**src/design/event_pkg.sv**
```systemverilog
package event_pkg;

   localparam int TIME_WID = 16;  // timestamp width
   localparam int NB_LPID  = 3;   // logical process id width

   // message as it travels between scheduler and cores
   typedef struct packed {
      logic                cancel;  // anti message
      logic [NB_LPID-1:0]  lp_id;
      logic [TIME_WID-1:0] ts;
   } event_msg_t;

   // cancel with zero target and time carries no event
   localparam event_msg_t NULL_MSG = '{cancel: 1'b1, lp_id: '0, ts: '0};

   // queue entry, {ts, pri} is the sort field and lp_id rides along below it
   typedef struct packed {
      logic [TIME_WID-1:0] ts;
      logic                pri;    // inverted cancel, so anti messages sort first
      logic [NB_LPID-1:0]  lp_id;
   } queue_key_t;

endpackage
```
**src/design/event_queue.sv**
```systemverilog
`timescale 1ns/10ps

module event_queue #(
   parameter int QUEUE_DEPTH = 16
) (
   input  logic                  clk,
   input  logic                  rst_n,
   input  logic                  enq,
   input  event_pkg::queue_key_t enq_key,
   input  logic                  deq,
   output event_pkg::queue_key_t head_key,
   output logic                  q_empty,
   output logic                  q_full
);

   import event_pkg::*;

   localparam int CW = $clog2(QUEUE_DEPTH + 1);

   queue_key_t             entry_q [QUEUE_DEPTH];  // entry 0 is the head
   logic [CW-1:0]          count_q;
   logic [QUEUE_DEPTH-1:0] le;       // valid entry sorts at or before the new key
   logic [QUEUE_DEPTH-1:0] ins_at;   // new key lands here
   logic                   do_enq;
   logic                   do_deq;

   function automatic logic [TIME_WID:0] sort_val(input queue_key_t k);
      return {k.ts, k.pri};
   endfunction

   assign q_empty = (count_q == '0);
   assign q_full  = (count_q == CW'(QUEUE_DEPTH));
   assign do_enq  = enq && !q_full;
   assign do_deq  = deq && !q_empty && !do_enq;  // intake side wins

   // le is a prefix since the array stays sorted
   always_comb begin
      logic prev;
      prev = 1'b1;
      for (int i = 0; i < QUEUE_DEPTH; i++) begin
         le[i]     = (CW'(i) < count_q) && (sort_val(entry_q[i]) <= sort_val(enq_key));
         ins_at[i] = !le[i] && prev;
         prev      = le[i];
      end
   end

   always_ff @(posedge clk) begin
      for (int i = 0; i < QUEUE_DEPTH; i++) begin
         if (do_enq) begin
            if (ins_at[i]) begin
               entry_q[i] <= enq_key;
            end else if (!le[i]) begin
               entry_q[i] <= entry_q[(i > 0) ? i - 1 : 0];  // make room
            end
         end else if (do_deq) begin
            entry_q[i] <= entry_q[(i < QUEUE_DEPTH - 1) ? i + 1 : i];
         end
      end
   end

   always_ff @(posedge clk or negedge rst_n) begin
      if (!rst_n) begin
         count_q <= '0;
      end else if (do_enq) begin
         count_q <= count_q + 1'b1;
      end else if (do_deq) begin
         count_q <= count_q - 1'b1;
      end
   end

   assign head_key = entry_q[0];

endmodule

```
**config.mk**
```make
export PLATFORM = sky130hd
export DESIGN_NAME = event_queue
export DESIGN_NICKNAME = d
export VERILOG_FILES = /design/src/design/event_pkg.sv /design/src/design/event_queue.sv
export SDC_FILE = /design/constraint.sdc
export NUM_CORES = 1
export LEC_CHECK = 0
export BUFFER_PORTS_ARGS = -buffer_cell sky130_fd_sc_hd__buf_2
export CAP_MARGIN = 10
export CORE_ASPECT_RATIO = 1.1
export CORE_UTILIZATION = 30
export CTS_CLUSTER_DIAMETER = 150
export CTS_CLUSTER_SIZE = 8
export DETAILED_ROUTE_END_ITERATION = 10
export PLACE_DENSITY_LB_ADDON = 0.1
export RECOVER_POWER = 25
export SYNTH_ARGS = -nofsm -noshare
export SYNTH_HDL_FRONTEND = slang
export SYNTH_SLANG_ARGS = --single-unit
```
**constraint.sdc**
```tcl
create_clock -name clk -period 11.2 [get_ports clk]
set_clock_uncertainty 0.2 [all_clocks]
set_input_delay 1.12 -clock clk [delete_from_list [all_inputs] [get_ports clk]]
set_output_delay 1.12 -clock clk [all_outputs]
set_load 0.05 [all_outputs]
```
==> results_dict.tcl <==
set metrics [dict create \
    viasPerCell 6.19 \
    antenna_found_initial 2 \
    root_buffer "clkbuf_16" \
    timing.rr.start "count_q[2]" \
    drive_gt1_share_pct 7.78 \
    avgSynthCellArea_um2 10.1 \
    hp-class "primary input to async pin" \
    synth_top_area_share_pct 42.4 \
    ctsResizeCount 0 \
    post_cts_buffers 0 \
    ff_latch_area_um2 9730 \
    cp.required_ps 11460 \
    comb_power_share_pct 45.3 \
    yosysSeqAreaShare_pct 43.0 \
    cp-endpoint "entry_q[0][142]" \
    arrival_ps 8240 \
    reg2regPathDepth 8 \
    crit_start "count_q[2]" \
    synth.area.top_cells "edfxtp_1 42%, ha_1 15%, a221o_1 4.6%, a21oi_1 3.7%, nand2_1 3.7%" \
    worstReg2RegEnd "entry_q[0][142]" \
    dieArea_um2 76600 \
    power_frac_clock_pct 16.4 \
    grt_usage_pct 25.7 \
    io-pin-count 46 \
    setup_viol 0 \
    yosysTopAreaCell "edfxtp_1" \
    p_total_w 0.00802 \
    power_density_nw_per_um2 322 \
    setup_tns_ps 0 \
    cts.path.max_buffers 3 \
    cts_max_level 2 \
    grt_overflow 0 \
    clock-sinks 325 \
    p_sw_w 0.00377 \
    die_h_um 290 \
    fill_cells 7569 \
    syn_inst 2235 \
    detailedPlace.worstSlack_ps 5400 \
    seqPwrFrac_pct 38.4 \
    drc 0 \
    maxSlewHeadroom_pct -152 \
    holdBufCountCts 0 \
    worst_ir_drop_vdd_mv 0.145 \
    coreArea_um2 74600 \
    path_class "flip-flop to flip-flop" \
    max-cap-violations 10 \
    nets 2516 \
    grt_setup_unrepaired "false" \
    post-place-cells 3131 \
    ys_warn_count 0 \
    synth_cell_types 82 \
    drtPass1Iterations 6 \
    fin_cells 3188 \
    post_drt_wl_per_cell_um 31.4 \
    initial_core_util_pct 30.4 \
    clk_latency_ps 610 \
    clkTransAtPathRegs_ps 60 \
    multi_input_area_um2 12000 \
    reg2reg_slack_ps 3220 \
    critPathLaunchType "flip-flop" \
    synth-async-reset-ratio_pct 1.54 \
    violations "max-capacitance violations, max-slew violations" \
    cts_tree "built" \
    critPathCaptureType "flip-flop" \
    port_buffers 45 \
    syn_to_final_growth_pct 9.89 \
    finalWeightedCongestion 0.896 \
    cts_buffers 46 \
    layout_setup_ws_ps 3220 \
    p_sw_share_pct 47.0 \
    cp_max_fo 42 \
    synth_area_um2 22700 \
    die_x_um 264 \
    grt_pass1_wl_mm 143 \
    synth_edf_count 320 \
    synth_nets 2535 \
    hold_viol 0 \
    num_vias 19726 \
    drt_iter0_drc 2100 \
    leakagePower_nw 9.75 \
    grt_pass1_vias 19557 \
    synth_seq_cells 325 \
    status "complete, but fails checks" \
    p_int_w 0.00425 \
    finalWirelength_mm 100 \
    min_period_ps 7980 \
    drv_slew 385 \
    dp_hpwl_mm 71.9 \
    tightest_slew_ps 3780 \
    n_antenna_cell 0 \
    synth_ff_type "edfxtp_1" \
    fp-row-count 105 \
    layout_worst_path_cycle_share_pct 71.3 \
    ant_nets 0 \
    grt_max_degree 82 \
    fmax_ghz 0.125 \
]
[layout by cell type (no fill, tap or decap), types with 5 or more instances in the layout]
cell | synthesis | layout
mux2_2 | 20 | 20
a21oi_2 | 7 | 11
nand4_1 | 50 | 50
clkbuf_1 | 64 | 41
a211oi_1 | 14 | 14
nand2_1 | 223 | 223
buf_2 | 63 | 22
ha_1 | 276 | 276
nand3_1 | 143 | 143
dfrtp_1 | 5 | 5
a21oi_1 | 168 | 163
inv_1 | 51 | 51
and2_1 | 6 | 6
o22a_1 | 8 | 8
a21o_1 | 42 | 42
and4_1 | 13 | 13
a31oi_1 | 43 | 42
o21ai_0 | 141 | 139
nor2_1 | 118 | 115
nor2b_1 | 16 | 16
a32oi_1 | 21 | 21
a221o_1 | 103 | 103
a211o_1 | 24 | 24
o221ai_1 | 9 | 8
and3_1 | 60 | 60
buf_4 | 24 | 41
o211ai_1 | 61 | 61
edfxtp_1 | 320 | 320
o21ai_1 | 24 | 24
clkbuf_16 | 0 | 47
nor3_1 | 13 | 14
[worst min-delay path by stage]
stage | startpoint | end | slack (ps) | cells after the start
floorplan | entry_q[1][140] | entry_q[1][120] | 310 | 2
global placement | entry_q[1][140] | entry_q[1][120] | 340 | 2
detailed placement | entry_q[1][142] | entry_q[1][122] | 350 | 2
CTS | rst_n | count_q[3] | 160 | 1
global route | rst_n | count_q[3] | 270 | 1
finish | rst_n | count_q[0] | 290 | 1
[critical path: stages, from the launching register on]
cell	delay, ps
dfrtp_1	580
nor3_1	1390
nand2_1	260
and2_1	430
nand2_4	520
clkbuf_1	2130
nand2_1	1540
o21ai_0	620
a211o_1	160
[flip-flops by register name, indices dropped and copies added (netlist names)]
| name | count |
|---|---|
| count_q | 5 |
| entry_q | 320 |
[synthesized netlist by cell type (5+ instances only)]
| cell | count |
|---|---|
| buf_1 | 10 |
| edfxtp_1 | 320 |
| a31oi_1 | 43 |
| nor2b_1 | 16 |
| mux2_2 | 20 |
| nor3_1 | 13 |
| a211o_1 | 24 |
| o21ai_0 | 141 |
| clkbuf_1 | 64 |
| nor2_1 | 118 |
| nand3_1 | 143 |
| o21ai_1 | 24 |
| o221ai_1 | 9 |
| inv_1 | 51 |
| and4_1 | 13 |
| nand2_1 | 223 |
| a21o_1 | 42 |
| a211oi_1 | 14 |
| and3_1 | 60 |
| a221o_1 | 103 |
| o211ai_1 | 61 |
| nand4_1 | 50 |
| and2_1 | 6 |
| ha_1 | 276 |
| buf_2 | 63 |
| a21oi_2 | 7 |
| a32oi_1 | 21 |
| dfrtp_1 | 5 |
| buf_4 | 24 |
| o22a_1 | 8 |
| a21oi_1 | 168 |
[kinds of logic (layout without fill, tap and decap cells)]
| kind of cell | after synthesis | count (layout) | synth area share [%] |
|---|---|---|---|
| buffers and inverters | 215 | 205 | 4.40 |
| AND/OR/NAND/NOR | 675 | 675 | 14.5 |
| multiplexers | 20 | 20 | 0.994 |
| AO/OA/AOI/OAI | 720 | 720 | 21.8 |
| flip-flops | 325 | 325 | 43.0 |
| XOR/XNOR | 4 | 4 | 0.155 |
| adder cells (fa/ha/maj) | 276 | 276 | 15.2 |
[power by group through the flow]
stage / clock network (W) / registers (W) / logic (W)
detailed placement: 0 / 0.00308 / 0.00360
finish: 0.00131 / 0.00308 / 0.00363
global route: 0.00136 / 0.00312 / 0.00397
floorplan: 0 / 0.00260 / 0.00254
CTS: 0.00133 / 0.00306 / 0.00361
global placement: 0 / 0.00308 / 0.00354
[metal layers]
layer  up-vias  part of all wire [%]  routed length, um  track usage (%)
met4         0                   4.8               4830             11.9
met5         -                     0                  0                0
met3       197                   5.8               5820             3.52
met2       810                    47              47400             42.9
met1      9991                    42              42000             32.8
li1       8728                     -                  -                -
[per-stage QoR]
stage                     utilization (%)  hold slack (ps)  instance area, um^2
after floorplan                         -              310                22700
after global placement               31.8              338                23800
after detailed placement             31.9              351                23800
after CTS                            33.5              158                25000
after global routing                 33.4              274                24900
final                                33.4              285                24900
[cell type report]
class	instances	share of cell area [%]
clock buffers	55	4.84
clock inverters	2	0.0553
inverters	51	0.769
multi-input cells	1695	48.2
flip-flops and latches	325	39.1
well taps	963	4.84
repair buffers	97	2.24
Power figures use the tool's default switching activity.
