<file path="config.mk">
export PLATFORM = sky130hd
export DESIGN_NAME = sim_control
export DESIGN_NICKNAME = d
export VERILOG_FILES = /design/src/design/sched_pkg.sv /design/src/design/event_pkg.sv /design/src/design/sim_control.sv
export SDC_FILE = /design/constraint.sdc
export NUM_CORES = 1
export LEC_CHECK = 0
export BUFFER_PORTS_ARGS = -buffer_cell sky130_fd_sc_hd__buf_2
export CAP_MARGIN = 15
export CELL_PAD_IN_SITES_DETAIL_PLACEMENT = 2
export CELL_PAD_IN_SITES_GLOBAL_PLACEMENT = 2
export CORE_UTILIZATION = 30
export DETAILED_ROUTE_END_ITERATION = 12
export GPL_TIMING_DRIVEN = 0
export PLACE_DENSITY = 0.81
export SLEW_MARGIN = 0
export SYNTH_ARGS = -nofsm -noshare
export SYNTH_HDL_FRONTEND = slang
export SYNTH_SLANG_ARGS = --single-unit
</file>
<file path="constraint.sdc">
create_clock -name clk -period 2.6 [get_ports clk]
set_input_delay 0.26 -clock clk [delete_from_list [all_inputs] [get_ports clk]]
set_output_delay 0.26 -clock clk [all_outputs]
set_load 0.02 [all_outputs]
</file>
<file path="src/design/sched_pkg.sv">
package sched_pkg;

   // scheduler control states
   typedef enum logic [2:0] {
      st_idle,
      st_init,
      st_ready,
      st_running,
      st_finished
   } sim_state_e;

   // x^16 + x^14 + x^13 + x^11 + 1, bits 15 13 12 10
   localparam logic [15:0] LFSR_TAPS = 16'hb400;

endpackage

</file>
<file path="src/design/event_pkg.sv">
package event_pkg;

   localparam int TIME_WID = 16;  // timestamp width
   localparam int NB_LPID  = 3;   // logical process id width

   // message as it travels between scheduler and cores
   typedef struct packed {
      logic                cancel;  // anti message
      logic [NB_LPID-1:0]  lp_id;
      logic [TIME_WID-1:0] ts;
   } event_msg_t;

   // cancel with zero target and time carries no event
   localparam event_msg_t NULL_MSG = '{cancel: 1'b1, lp_id: '0, ts: '0};

   // queue entry, {ts, pri} is the sort field and lp_id rides along below it
   typedef struct packed {
      logic [TIME_WID-1:0] ts;
      logic                pri;    // inverted cancel, so anti messages sort first
      logic [NB_LPID-1:0]  lp_id;
   } queue_key_t;

endpackage
</file>
<file path="src/design/sim_control.sv">
`timescale 1ns/10ps

module sim_control #(
   parameter int NUM_INIT_EVENTS = 8,
   parameter int SIM_END_TIME    = 400
) (
   input  logic                           clk,
   input  logic                           rst_n,
   input  event_pkg::queue_key_t          head_key,
   input  logic                           q_empty,
   input  logic [event_pkg::TIME_WID-1:0] min_time,
   input  logic                           min_time_vld,
   output sched_pkg::sim_state_e          sim_state,
   output logic [event_pkg::NB_LPID-1:0]  init_lp,
   output logic [event_pkg::TIME_WID-1:0] gvt,
   output logic                           rtn_vld
);

   import event_pkg::*;
   import sched_pkg::*;

   sim_state_e          state_d;
   logic                sim_done;
   logic                init_last;
   logic [TIME_WID-1:0] gvt_d;

   assign init_last = (init_lp == NB_LPID'(NUM_INIT_EVENTS - 1));
   assign sim_done  = (sim_state == st_running) && (gvt > TIME_WID'(SIM_END_TIME));

   always_comb begin
      state_d = sim_state;
      case (sim_state)
         st_idle:     state_d = st_init;
         st_init:     if (init_last) state_d = st_ready;
         st_ready:    state_d = st_running;
         st_running:  if (sim_done) state_d = st_finished;
         st_finished: state_d = st_idle;
         default:     state_d = st_idle;
      endcase
   end

   // min of in-flight time and queue head, whichever exist
   always_comb begin
      gvt_d = gvt;
      if (min_time_vld && !q_empty) begin
         gvt_d = (min_time < head_key.ts) ? min_time : head_key.ts;
      end else if (min_time_vld) begin
         gvt_d = min_time;
      end else if (!q_empty) begin
         gvt_d = head_key.ts;
      end
   end

   always_ff @(posedge clk or negedge rst_n) begin
      if (!rst_n) begin
         sim_state <= st_idle;
         init_lp   <= '0;
         gvt       <= '0;
         rtn_vld   <= 1'b0;
      end else begin
         sim_state <= state_d;
         init_lp   <= (sim_state == st_init) ? init_lp + 1'b1 : '0;
         rtn_vld   <= sim_done;  // high only while in st_finished
         if (sim_state == st_running) begin
            gvt <= gvt_d;
         end
      end
   end

endmodule

</file>
==> impl_metrics.env, run 1 <==
export IMPL_rr_worst_depth=8
export IMPL_path_class="flop to flop"
export IMPL_fmax_mhz=437
export IMPL_tightest_slew_ns=0.646
export IMPL_wl_mm=7.88
export IMPL_vias_per_cell=6.03
export IMPL_met1Wirelength_mm=3.67
export IMPL_critPathSlowestCell="clkbuf_1"
export IMPL_synthArstFlopShare_pct=100
export IMPL_grt_first_pass_wirelength_mm=12.6
export IMPL_crit_path_start_kind="flop"
export IMPL_pwr_density_cell_mw_per_mm2=1000
export IMPL_cts_sinks=23
export IMPL_ys_seq_elements=23
export IMPL_drv_cap=0
export IMPL_peakVddDrop_mv=0.338
export IMPL_gr_total_overflow=0
export IMPL_maxSlewViolCount=0
export IMPL_io_buffers=57
export IMPL_yosys_top_cells_area="dfrtp_1 (28%), a22oi_1 (12%), ha_1 (10%)"
export IMPL_synth_top_flop_cell="dfrtp_1"
export IMPL_finClkSkew_ns=0.0104
export IMPL_cts_root_buf="clkbuf_8"
export IMPL_hold_viol_final=0
export IMPL_grt_max_degree=24
export IMPL_yosysTopAreaCellShare_pct=28.1
export IMPL_initial_core_util_pct=31.7
export IMPL_drive_above_1_share_pct=29.5
export IMPL_dr_wl_met3_um=247
export IMPL_crit_path_max_fanout=10
export IMPL_drc=0
export IMPL_syn_area_mm2=0.00205
export IMPL_die_w_um=84.6
export IMPL_wl_met2_mm=3.80
export IMPL_hold_class="input pin to flop"
export IMPL_fin_setup_tns_ns=0
export IMPL_highest_layer="met4"
export IMPL_grt_usage_pct=22.6
export IMPL_die_h_um=84.6
export IMPL_holdPathStages=4
export IMPL_leakagePower_nw=1.14
export IMPL_io_pins=63
export IMPL_slew_headroom_pct=56.9
export IMPL_numCtsBuffers=3
export IMPL_row_count=29
export IMPL_crit_path_cell_trace="clkbuf_2, and3b_1, buf_2, nand2_1, clkbuf_1, o22ai_1, a21oi_1, mux2_4"
export IMPL_cts_setup_buffers=0
export IMPL_final_common_cell="buf_2"
export IMPL_n_antenna_cell=0
export IMPL_syn_nets=290
export IMPL_max_stage_delay_ns=0.50
export IMPL_outcome="complete, no violations"
export IMPL_fin_crit_ns=2.29
export IMPL_ant_nets=0
export IMPL_timing_final_crit_share_pct=88.0
export IMPL_drtIter0Drc=112
export IMPL_coreArea_mm2=0.00646
export IMPL_critPathRequiredTime_ns=2.82
export IMPL_cp_depth=8
export IMPL_layout_common_cells="buf_2 (61), a22oi_1 (32), o22ai_1 (32), dfrtp_1 (23), a21oi_1 (22)"
export IMPL_hpwl_mm=5.76
export IMPL_synth_cell_types=34
export IMPL_gp_congestion=0.804
export IMPL_die_area_mm2=0.00716
export IMPL_grt_pass1_vias=2335
export IMPL_path_clk_slew_ns=0.11
export IMPL_end_kind="flop"
export IMPL_layout_nets=353
export IMPL_ys_warn_count=0
export IMPL_netlist_instances=233
export IMPL_synth_area_leader_cell="dfrtp_1"
export IMPL_rsz0062_at_grt="false"
export IMPL_routed_via_count=2243
export IMPL_cts_buffer_depth=2
export IMPL_wl_per_cell_um=21.2
export IMPL_ys_seq_area_share_pct=28.1
export IMPL_crit_buf_inv=3
export IMPL_crit_arrival_ns=2.51
export IMPL_cp_top_family="buffers and inverters"
export IMPL_postSynthAreaPerCell_um2=8.79
export IMPL_cts_htree_levels=1
export IMPL_synth_edf_count=0
export IMPL_stdcell_count=372
export IMPL_drt_first_pass_iters=6
export IMPL_setup_viol=0
export IMPL_area_growth_synth_to_final_pct=21.5
export IMPL_antenna_found_initial=0
export IMPL_dp_cells=367
export IMPL_insertion_delay_ns=0.28
export IMPL_tritoncts="built"
## area by class of cell
cell class / count / area (um^2)
clock inverter: 1 / 5.00
sequential: 23 / 576
inverter: 16 / 60.1
clock buffer: 3 / 41.3
fill: 792 / 3970
timing repair buffer: 58 / 295
buffer: 18 / 90.1
tap: 77 / 96.3
multi-input combinational: 176 / 1330
## what timing repair did
item,4_1_cts,5_1_grt
gates resized for setup,0,1
endpoints found under the hold margin,8,0
hold buffers,1,0
endpoints found under the setup margin,0,2
## metrics by stage
step | util, % | cell area, um^2 | setup WS [ns] | hold slack, ns | power [W]
2_1_floorplan | - | 2050 | 0.412 | -0.0356 | 0.00177
3_3_place_gp | 37.6 | 2430 | 0.122 | 0.299 | 0.00217
3_5_place_dp | 37.6 | 2430 | 0.0776 | 0.307 | 0.00226
4_1_cts | 38.5 | 2490 | 0.204 | 0.379 | 0.00251
5_1_grt | 38.5 | 2490 | 0.133 | 0.390 | 0.00268
6_report | 38.5 | 2490 | 0.312 | 0.384 | 0.00250
## path summary, 6_finish.rpt
| check | start | endpoint | slack [ns] |
|---|---|---|---|
| min in group asynchronous | rst_n | gvt[12]$_DFFE_PN0P_ | 0.51 |
| max in group asynchronous | rst_n | gvt[5]$_DFFE_PN0P_ | 1.68 |
| max | sim_state[1]$_DFFE_PN0P_ | gvt[9]$_DFFE_PN0P_ | 0.31 |
| max reg2reg | sim_state[1]$_DFFE_PN0P_ | gvt[9]$_DFFE_PN0P_ | 0.31 |
| min reg2reg | init_lp[0]$_DFF_PN0_ | init_lp[0]$_DFF_PN0_ | 0.48 |
| min | min_time[13] | gvt[13]$_DFFE_PN0P_ | 0.38 |
## synthesized netlist by cell type (all sizes together), types with 3 or more instances
cell type	number
inv	16
nor2	5
buf	6
clkbuf	12
ha	17
dfrtp	23
nand2	6
a21oi	22
o21ai	20
o22ai	32
a22oi	32
mux2	16
and2	3
## state kept, by name, indices dropped and copies added, names as in the netlist
name	flops
gvt	16
rtn_vld	1
sim_state	3
init_lp	3
## metal layers
layer | track usage, % | vias up
li1 | - | 1035
met1 | 30.8 | 1128
met2 | 37.7 | 66
met3 | 2.16 | 14
met4 | 7.24 | 0
met5 | 0 | -
## worst min-delay path, stage by stage
cell and delay (ns):
buf_2 0.11, a22oi_1 0.06, o21ai_0 0.07, mux2_2 0.14
## cell families (layout without fill, tap and decap cells)
group / count (synthesis) / in the layout / synth area share (%)
AOI/OAI and AO/OA: 114 / 114 / 35.7
muxes: 16 / 16 / 10.6
buffers and inverters: 34 / 96 / 7.33
and+or+nand+nor: 29 / 29 / 7.82
DFF: 23 / 23 / 28.1
adders and majority gates: 17 / 17 / 10.4
## power breakdown
group	switching (W)	total, W	internal [W]
Clock	0.000144	0.000251	0.000108
Sequential	0.000249	0.000774	0.000525
Combinational	0.000766	0.00147	0.000708
Note: power is estimated with default switching activity, not from simulation.
==> inputs of run 2 (changes only) <==
GPL_TIMING_DRIVEN = unset   (was 0)
==> run 2 against run 1 <==
Net effect:
- global-route usage is 0.37 points lower
- combinational power hardly changed
- non-clock buffer count is 7 lower
- highest routed layer unchanged
==> impl_metrics.env, run 2 (synthesized netlist as in run 1, its figures left out) <==
export IMPL_hpwl_mm=5.42
export IMPL_cts_sinks=23
export IMPL_final_common_cell="buf_2"
export IMPL_drive_above_1_share_pct=31.6
export IMPL_max_stage_delay_ns=0.57
export IMPL_end_kind="flop"
export IMPL_slew_headroom_pct=43.8
export IMPL_maxSlewViolCount=0
export IMPL_path_clk_slew_ns=0.10
export IMPL_regArea_um2=576
export IMPL_path_class="flop to flop"
export IMPL_gr_total_overflow=0
export IMPL_fill_cells=766
export IMPL_switching_share_pct=46.0
export IMPL_drc=0
export IMPL_tightest_slew_ns=0.843
export IMPL_ctsResizeCount=0
export IMPL_drt_first_pass_iters=6
export IMPL_cts_setup_buffers=0
export IMPL_cts_htree_levels=1
export IMPL_pwr_share_clk_pct=10.1
export IMPL_cp_top_family="simple AND/OR/NAND/NOR gates"
export IMPL_fin_crit_ns=2.35
export IMPL_pre_cts_ws_ns=0.124
export IMPL_grt_max_degree=35
export IMPL_die_area_mm2=0.00716
export IMPL_cts_hold_buf=1
export IMPL_cts_root_buf="clkbuf_8"
export IMPL_outcome="complete, no violations"
export IMPL_leakagePower_nw=1.15
export IMPL_fin_setup_tns_ns=0
export IMPL_grt_pass1_vias=2373
export IMPL_routed_via_count=2196
export IMPL_coreArea_mm2=0.00646
export IMPL_whs_ns=0.381
export IMPL_critPathSlowestCell="nand2b_1"
export IMPL_crit_path_cell_trace="and3b_1, nand2b_1, o22ai_1, a21oi_1, mux2_4"
export IMPL_p_int_w=0.00135
export IMPL_crit_path_start_kind="flop"
export IMPL_area_growth_synth_to_final_pct=21.5
export IMPL_io_pins=63
export IMPL_numCtsBuffers=3
export IMPL_pwr_share_comb_pct=58.9
export IMPL_hold_class="input pin to flop"
export IMPL_hold_viol_final=0
export IMPL_multi_input_comb_area_mm2=0.00132
export IMPL_cts_buffer_depth=2
export IMPL_p_switching_w=0.00115
export IMPL_ant_nets=0
export IMPL_finClkSkew_ns=0.00295
export IMPL_top_register="gvt"
export IMPL_grt_first_pass_wirelength_mm=12.5
export IMPL_wl_mm=7.60
export IMPL_pwr_density_cell_mw_per_mm2=1000
export IMPL_n_antenna_cell=0
export IMPL_gp_congestion=0.753
export IMPL_layout_nets=346
export IMPL_die_h_um=84.6
export IMPL_io_buffers=58
export IMPL_crit_buf_inv=0
export IMPL_die_w_um=84.6
export IMPL_initial_core_util_pct=31.7
export IMPL_critPathRequiredTime_ns=2.77
export IMPL_crit_arrival_ns=2.53
export IMPL_timing_final_crit_share_pct=90.5
export IMPL_drv_cap=0
export IMPL_rsz0062_at_grt="false"
export IMPL_reg_top3="gvt (16), init_lp (3), sim_state (3)"
export IMPL_layout_common_cells="buf_2 (58), a22oi_1 (32), o22ai_1 (32), dfrtp_1 (23), a21oi_1 (22)"
export IMPL_wl_per_cell_um=20.8
export IMPL_tritoncts="built"
export IMPL_crit_path_max_fanout=16
export IMPL_fmax_mhz=425
export IMPL_drtIter0Drc=93
export IMPL_antenna_found_initial=0
export IMPL_peakVddDrop_mv=0.253
export IMPL_grt_usage_pct=22.2
export IMPL_vias_per_cell=6.02
export IMPL_insertion_delay_ns=0.28
export IMPL_row_count=29
export IMPL_p_seq_share_pct=30.9
export IMPL_finalWorstSetupSlack_ns=0.247
export IMPL_finalPower_w=0.00250
export IMPL_setup_viol=0
export IMPL_largest_reg_flops=16
==> run 2: changes by cell type in the layout (fill, tap and decap cells not counted), sizes merged <==
cell,previous run,this run
clkbuf,15,3
buf,63,68
==> run 2: metal layers <==
metal	GRT usage (%)	part of all wire, %	vias up
met2	39.8	49	59
li1	-	-	1019
met4	5.39	0.75	0
met3	2.06	3.8	4
met5	0	0	-
met1	28.8	46	1114
==> run 2: final timing paths <==
check,startpoint,end,slack (ns),cells after the start
worst max-delay path,sim_state[2]$_DFFE_PN0P_,gvt[6]$_DFFE_PN0P_,0.25,5
worst min-delay path,min_time[12],gvt[12]$_DFFE_PN0P_,0.38,4
worst max register to register,sim_state[2]$_DFFE_PN0P_,gvt[6]$_DFFE_PN0P_,0.25,5
worst min register to register,init_lp[0]$_DFF_PN0_,init_lp[0]$_DFF_PN0_,0.49,1
max in group asynchronous,rst_n,init_lp[2]$_DFF_PN0_,1.72,2
min in group asynchronous,rst_n,gvt[12]$_DFFE_PN0P_,0.50,2
==> run 2: metrics by stage <==
step	utilization [%]	std cells	area, um^2
floorplan	-	233	2050
global placement	37.7	360	2430
detailed placement	37.7	360	2430
CTS	38.5	365	2490
global route	38.5	365	2490
finish	38.5	365	2490
==> run 2: worst reg2reg max path: stages (launching register included) <==
cell and delay (ns):
dfrtp_1 0.46, and3b_1 0.51, nand2b_1 0.57, o22ai_1 0.36, a21oi_1 0.08, mux2_4 0.27
==> run 2: area by class of cell <==
class	instances	share of cell area, %
clock inverters	1	0.201
clock buffers	3	1.66
well taps	77	3.87
inverters	16	2.41
repair buffers	69	15.6
flip-flops and latches	23	23.1
multi-input cells	176	53.1
==> run 2: power by group through the flow <==
stage | Sequential, W | Clock [W] | Combinational (W)
after floorplan | 0.000919 | 0 | 0.000850
after global placement | 0.000771 | 0 | 0.00140
after detailed placement | 0.000781 | 0 | 0.00147
after CTS | 0.000772 | 0.000264 | 0.00148
after global routing | 0.000812 | 0.000277 | 0.00161
final | 0.000773 | 0.000253 | 0.00147
==> inputs of run 3 (changes only) <==
PLACE_DENSITY = unset   (was 0.81)
PLACE_DENSITY_LB_ADDON = 0.3   (was unset)
==> run 3 against run 2 <==
Net effect:
- flip-flop and latch count unchanged
- clock skew up 0.012 ns
- core utilization up 0.43 points
- total power about the same
- register-to-register slack better by 0.39 ns
- sequential power up 1%
- design area up 1.1%
- via count up 0.18%
- critical path type is now input pin to flop
- largest cell class unchanged
==> impl_metrics.env, run 3 (synthesized netlist as in run 1, its figures left out) <==
export IMPL_io_buffers=58
export IMPL_drc=0
export IMPL_grt_pass1_vias=2248
export IMPL_end_kind="flop"
export IMPL_critPathRequiredTime_ns=2.76
export IMPL_gp_congestion=0.750
export IMPL_critPathSlowestCell="or4_1"
export IMPL_max_stage_delay_ns=0.56
export IMPL_crit_path_start_kind="input pin"
export IMPL_path_class="input pin to flop"
export IMPL_finalWorstSetupSlack_ns=0.448
export IMPL_outcome="complete, no violations"
export IMPL_reg2reg_from="sim_state[2]$_DFFE_PN0P_"
export IMPL_fmax_mhz=465
export IMPL_finClkSkew_ns=0.0146
export IMPL_min_from="min_time[12]"
export IMPL_rr_worst_depth=6
export IMPL_hold_class="input pin to flop"
export IMPL_largest_reg_flops=16
export IMPL_fin_crit_ns=2.15
export IMPL_area_growth_synth_to_final_pct=22.8
export IMPL_leakagePower_nw=1.16
export IMPL_holdPathStages=4
export IMPL_die_area_mm2=0.00716
export IMPL_maxSlewViolCount=0
export IMPL_vias_per_cell=5.99
export IMPL_coreArea_mm2=0.00646
export IMPL_dp_cells=362
export IMPL_path_clk_slew_ns=0.10
export IMPL_hpwl_mm=5.44
export IMPL_crit_path_max_fanout=10
export IMPL_drtIter0Drc=79
export IMPL_pwr_density_cell_mw_per_mm2=993
export IMPL_setup_viol=0
export IMPL_initial_core_util_pct=31.7
export IMPL_final_util_pct=39.0
export IMPL_r2r_end="gvt[5]$_DFFE_PN0P_"
export IMPL_drive_above_1_share_pct=32.1
export IMPL_gr_total_overflow=0
export IMPL_layout_nets=348
export IMPL_layout_common_cells="buf_2 (58), a22oi_1 (32), o22ai_1 (32), dfrtp_1 (23), a21oi_1 (22)"
export IMPL_hold_viol_final=0
export IMPL_insertion_delay_ns=0.28
export IMPL_crit_arrival_ns=2.31
export IMPL_grt_usage_pct=21.9
export IMPL_timing_final_crit_share_pct=82.8
export IMPL_row_count=29
export IMPL_tritoncts="built"
export IMPL_grt_first_pass_wirelength_mm=12.3
export IMPL_die_w_um=84.6
export IMPL_final_common_cell="buf_2"
export IMPL_drv_cap=0
export IMPL_top_register="gvt"
export IMPL_n_antenna_cell=0
export IMPL_slew_headroom_pct=58.7
export IMPL_drt_first_pass_iters=6
export IMPL_cts_root_buf="clkbuf_8"
export IMPL_antenna_found_initial=0
export IMPL_cts_sinks=23
export IMPL_r2r_slack_ns=0.64
export IMPL_crit_path_cell_trace="buf_2, inv_1, ha_1, and4_4, o211ai_1, or4_1, o2111ai_4, buf_12, mux2_2"
export IMPL_cts_htree_levels=1
export IMPL_reg_top3="gvt (16), init_lp (3), sim_state (3)"
export IMPL_routed_via_count=2200
export IMPL_stdcell_count=367
export IMPL_peakVddDrop_mv=0.313
export IMPL_numCtsBuffers=3
export IMPL_rsz0062_at_grt="false"
export IMPL_finalPower_w=0.00250
export IMPL_hold_path_endpoint="gvt[12]$_DFFE_PN0P_"
export IMPL_ant_nets=0
export IMPL_fin_setup_tns_ns=0
export IMPL_wl_mm=7.53
export IMPL_grt_max_degree=35
export IMPL_die_h_um=84.6
export IMPL_pre_cts_ws_ns=0.148
export IMPL_tightest_slew_ns=0.620
export IMPL_wl_per_cell_um=20.5
export IMPL_io_pins=63
export IMPL_cts_buffer_depth=2
==> run 3: changes by cell type in the layout (fill, tap and decap cells not counted), sizes merged <==
cell,before,now
buf,68,70
==> run 3: metrics by stage <==
step	hold WS [ns]	cell area (um^2)
6_report	0.384	2520
5_1_grt	0.390	2520
4_1_cts	0.387	2520
3_5_place_dp	0.294	2460
3_3_place_gp	0.288	2460
2_1_floorplan	-0.0356	2050
==> run 3: final cells by class <==
type | count | area [um^2]
Multi-Input combinational cell | 176 | 1320
Fill cell | 754 | 3940
Timing Repair Buffer | 71 | 415
Sequential cell | 23 | 576
Inverter | 16 | 60.1
Tap cell | 77 | 96.3
Clock buffer | 3 | 41.3
Clock inverter | 1 | 5.00
==> run 3: how the worst max path moves through the flow <==
| stage | from | end | slack (ns) | cells past startpoint |
|---|---|---|---|---|
| 4_1_cts | head_key[15] | gvt[0]$_DFFE_PN0P_ | 0.44 | 9 |
| 2_1_floorplan | head_key[15] | gvt[10]$_DFFE_PN0P_ | 0.41 | 8 |
| 3_3_place_gp | head_key[13] | gvt[14]$_DFFE_PN0P_ | 0.21 | 9 |
| 5_1_grt | head_key[15] | gvt[0]$_DFFE_PN0P_ | 0.37 | 9 |
| 3_5_place_dp | head_key[15] | gvt[0]$_DFFE_PN0P_ | 0.15 | 9 |
| 6_report | head_key[15] | gvt[0]$_DFFE_PN0P_ | 0.45 | 9 |
==> run 3: timing repair <==
item,4_1_cts,5_1_grt
gates resized for setup,0,0
setup endpoints to repair,0,0
hold buffers,1,0
buffers inserted,0,0
endpoints found under the hold margin,23,0
==> run 3: report_power, final <==
part	switching (W)	internal, W	leakage, nW
Sequential	0.000258	0.000525	0.270
Clock	0.000137	0.000108	0.0255
Combinational	0.000747	0.000724	0.863
==> run 3: metal layers <==
layer / vias to the layer above / track usage, % / share of wire [%]
li1: 1024 / - / -
met1: 1107 / 30.8 / 48
met2: 62 / 35.8 / 47
met3: 7 / 1.97 / 3.7
met4: 0 / 6.01 / 1.2
met5: - / 0 / 0
==> run 3: worst max-delay path, delay by kind of cell <==
| family | cells | cell delay [ns] |
|---|---|---|
| AND/OR/NAND/NOR | 2 | 0.81 |
| multiplexers | 1 | 0.34 |
| AO/OA/AOI/OAI | 2 | 0.24 |
| buffers and inverters | 3 | 0.33 |
| adder cells (fa/ha/maj) | 1 | 0.32 |
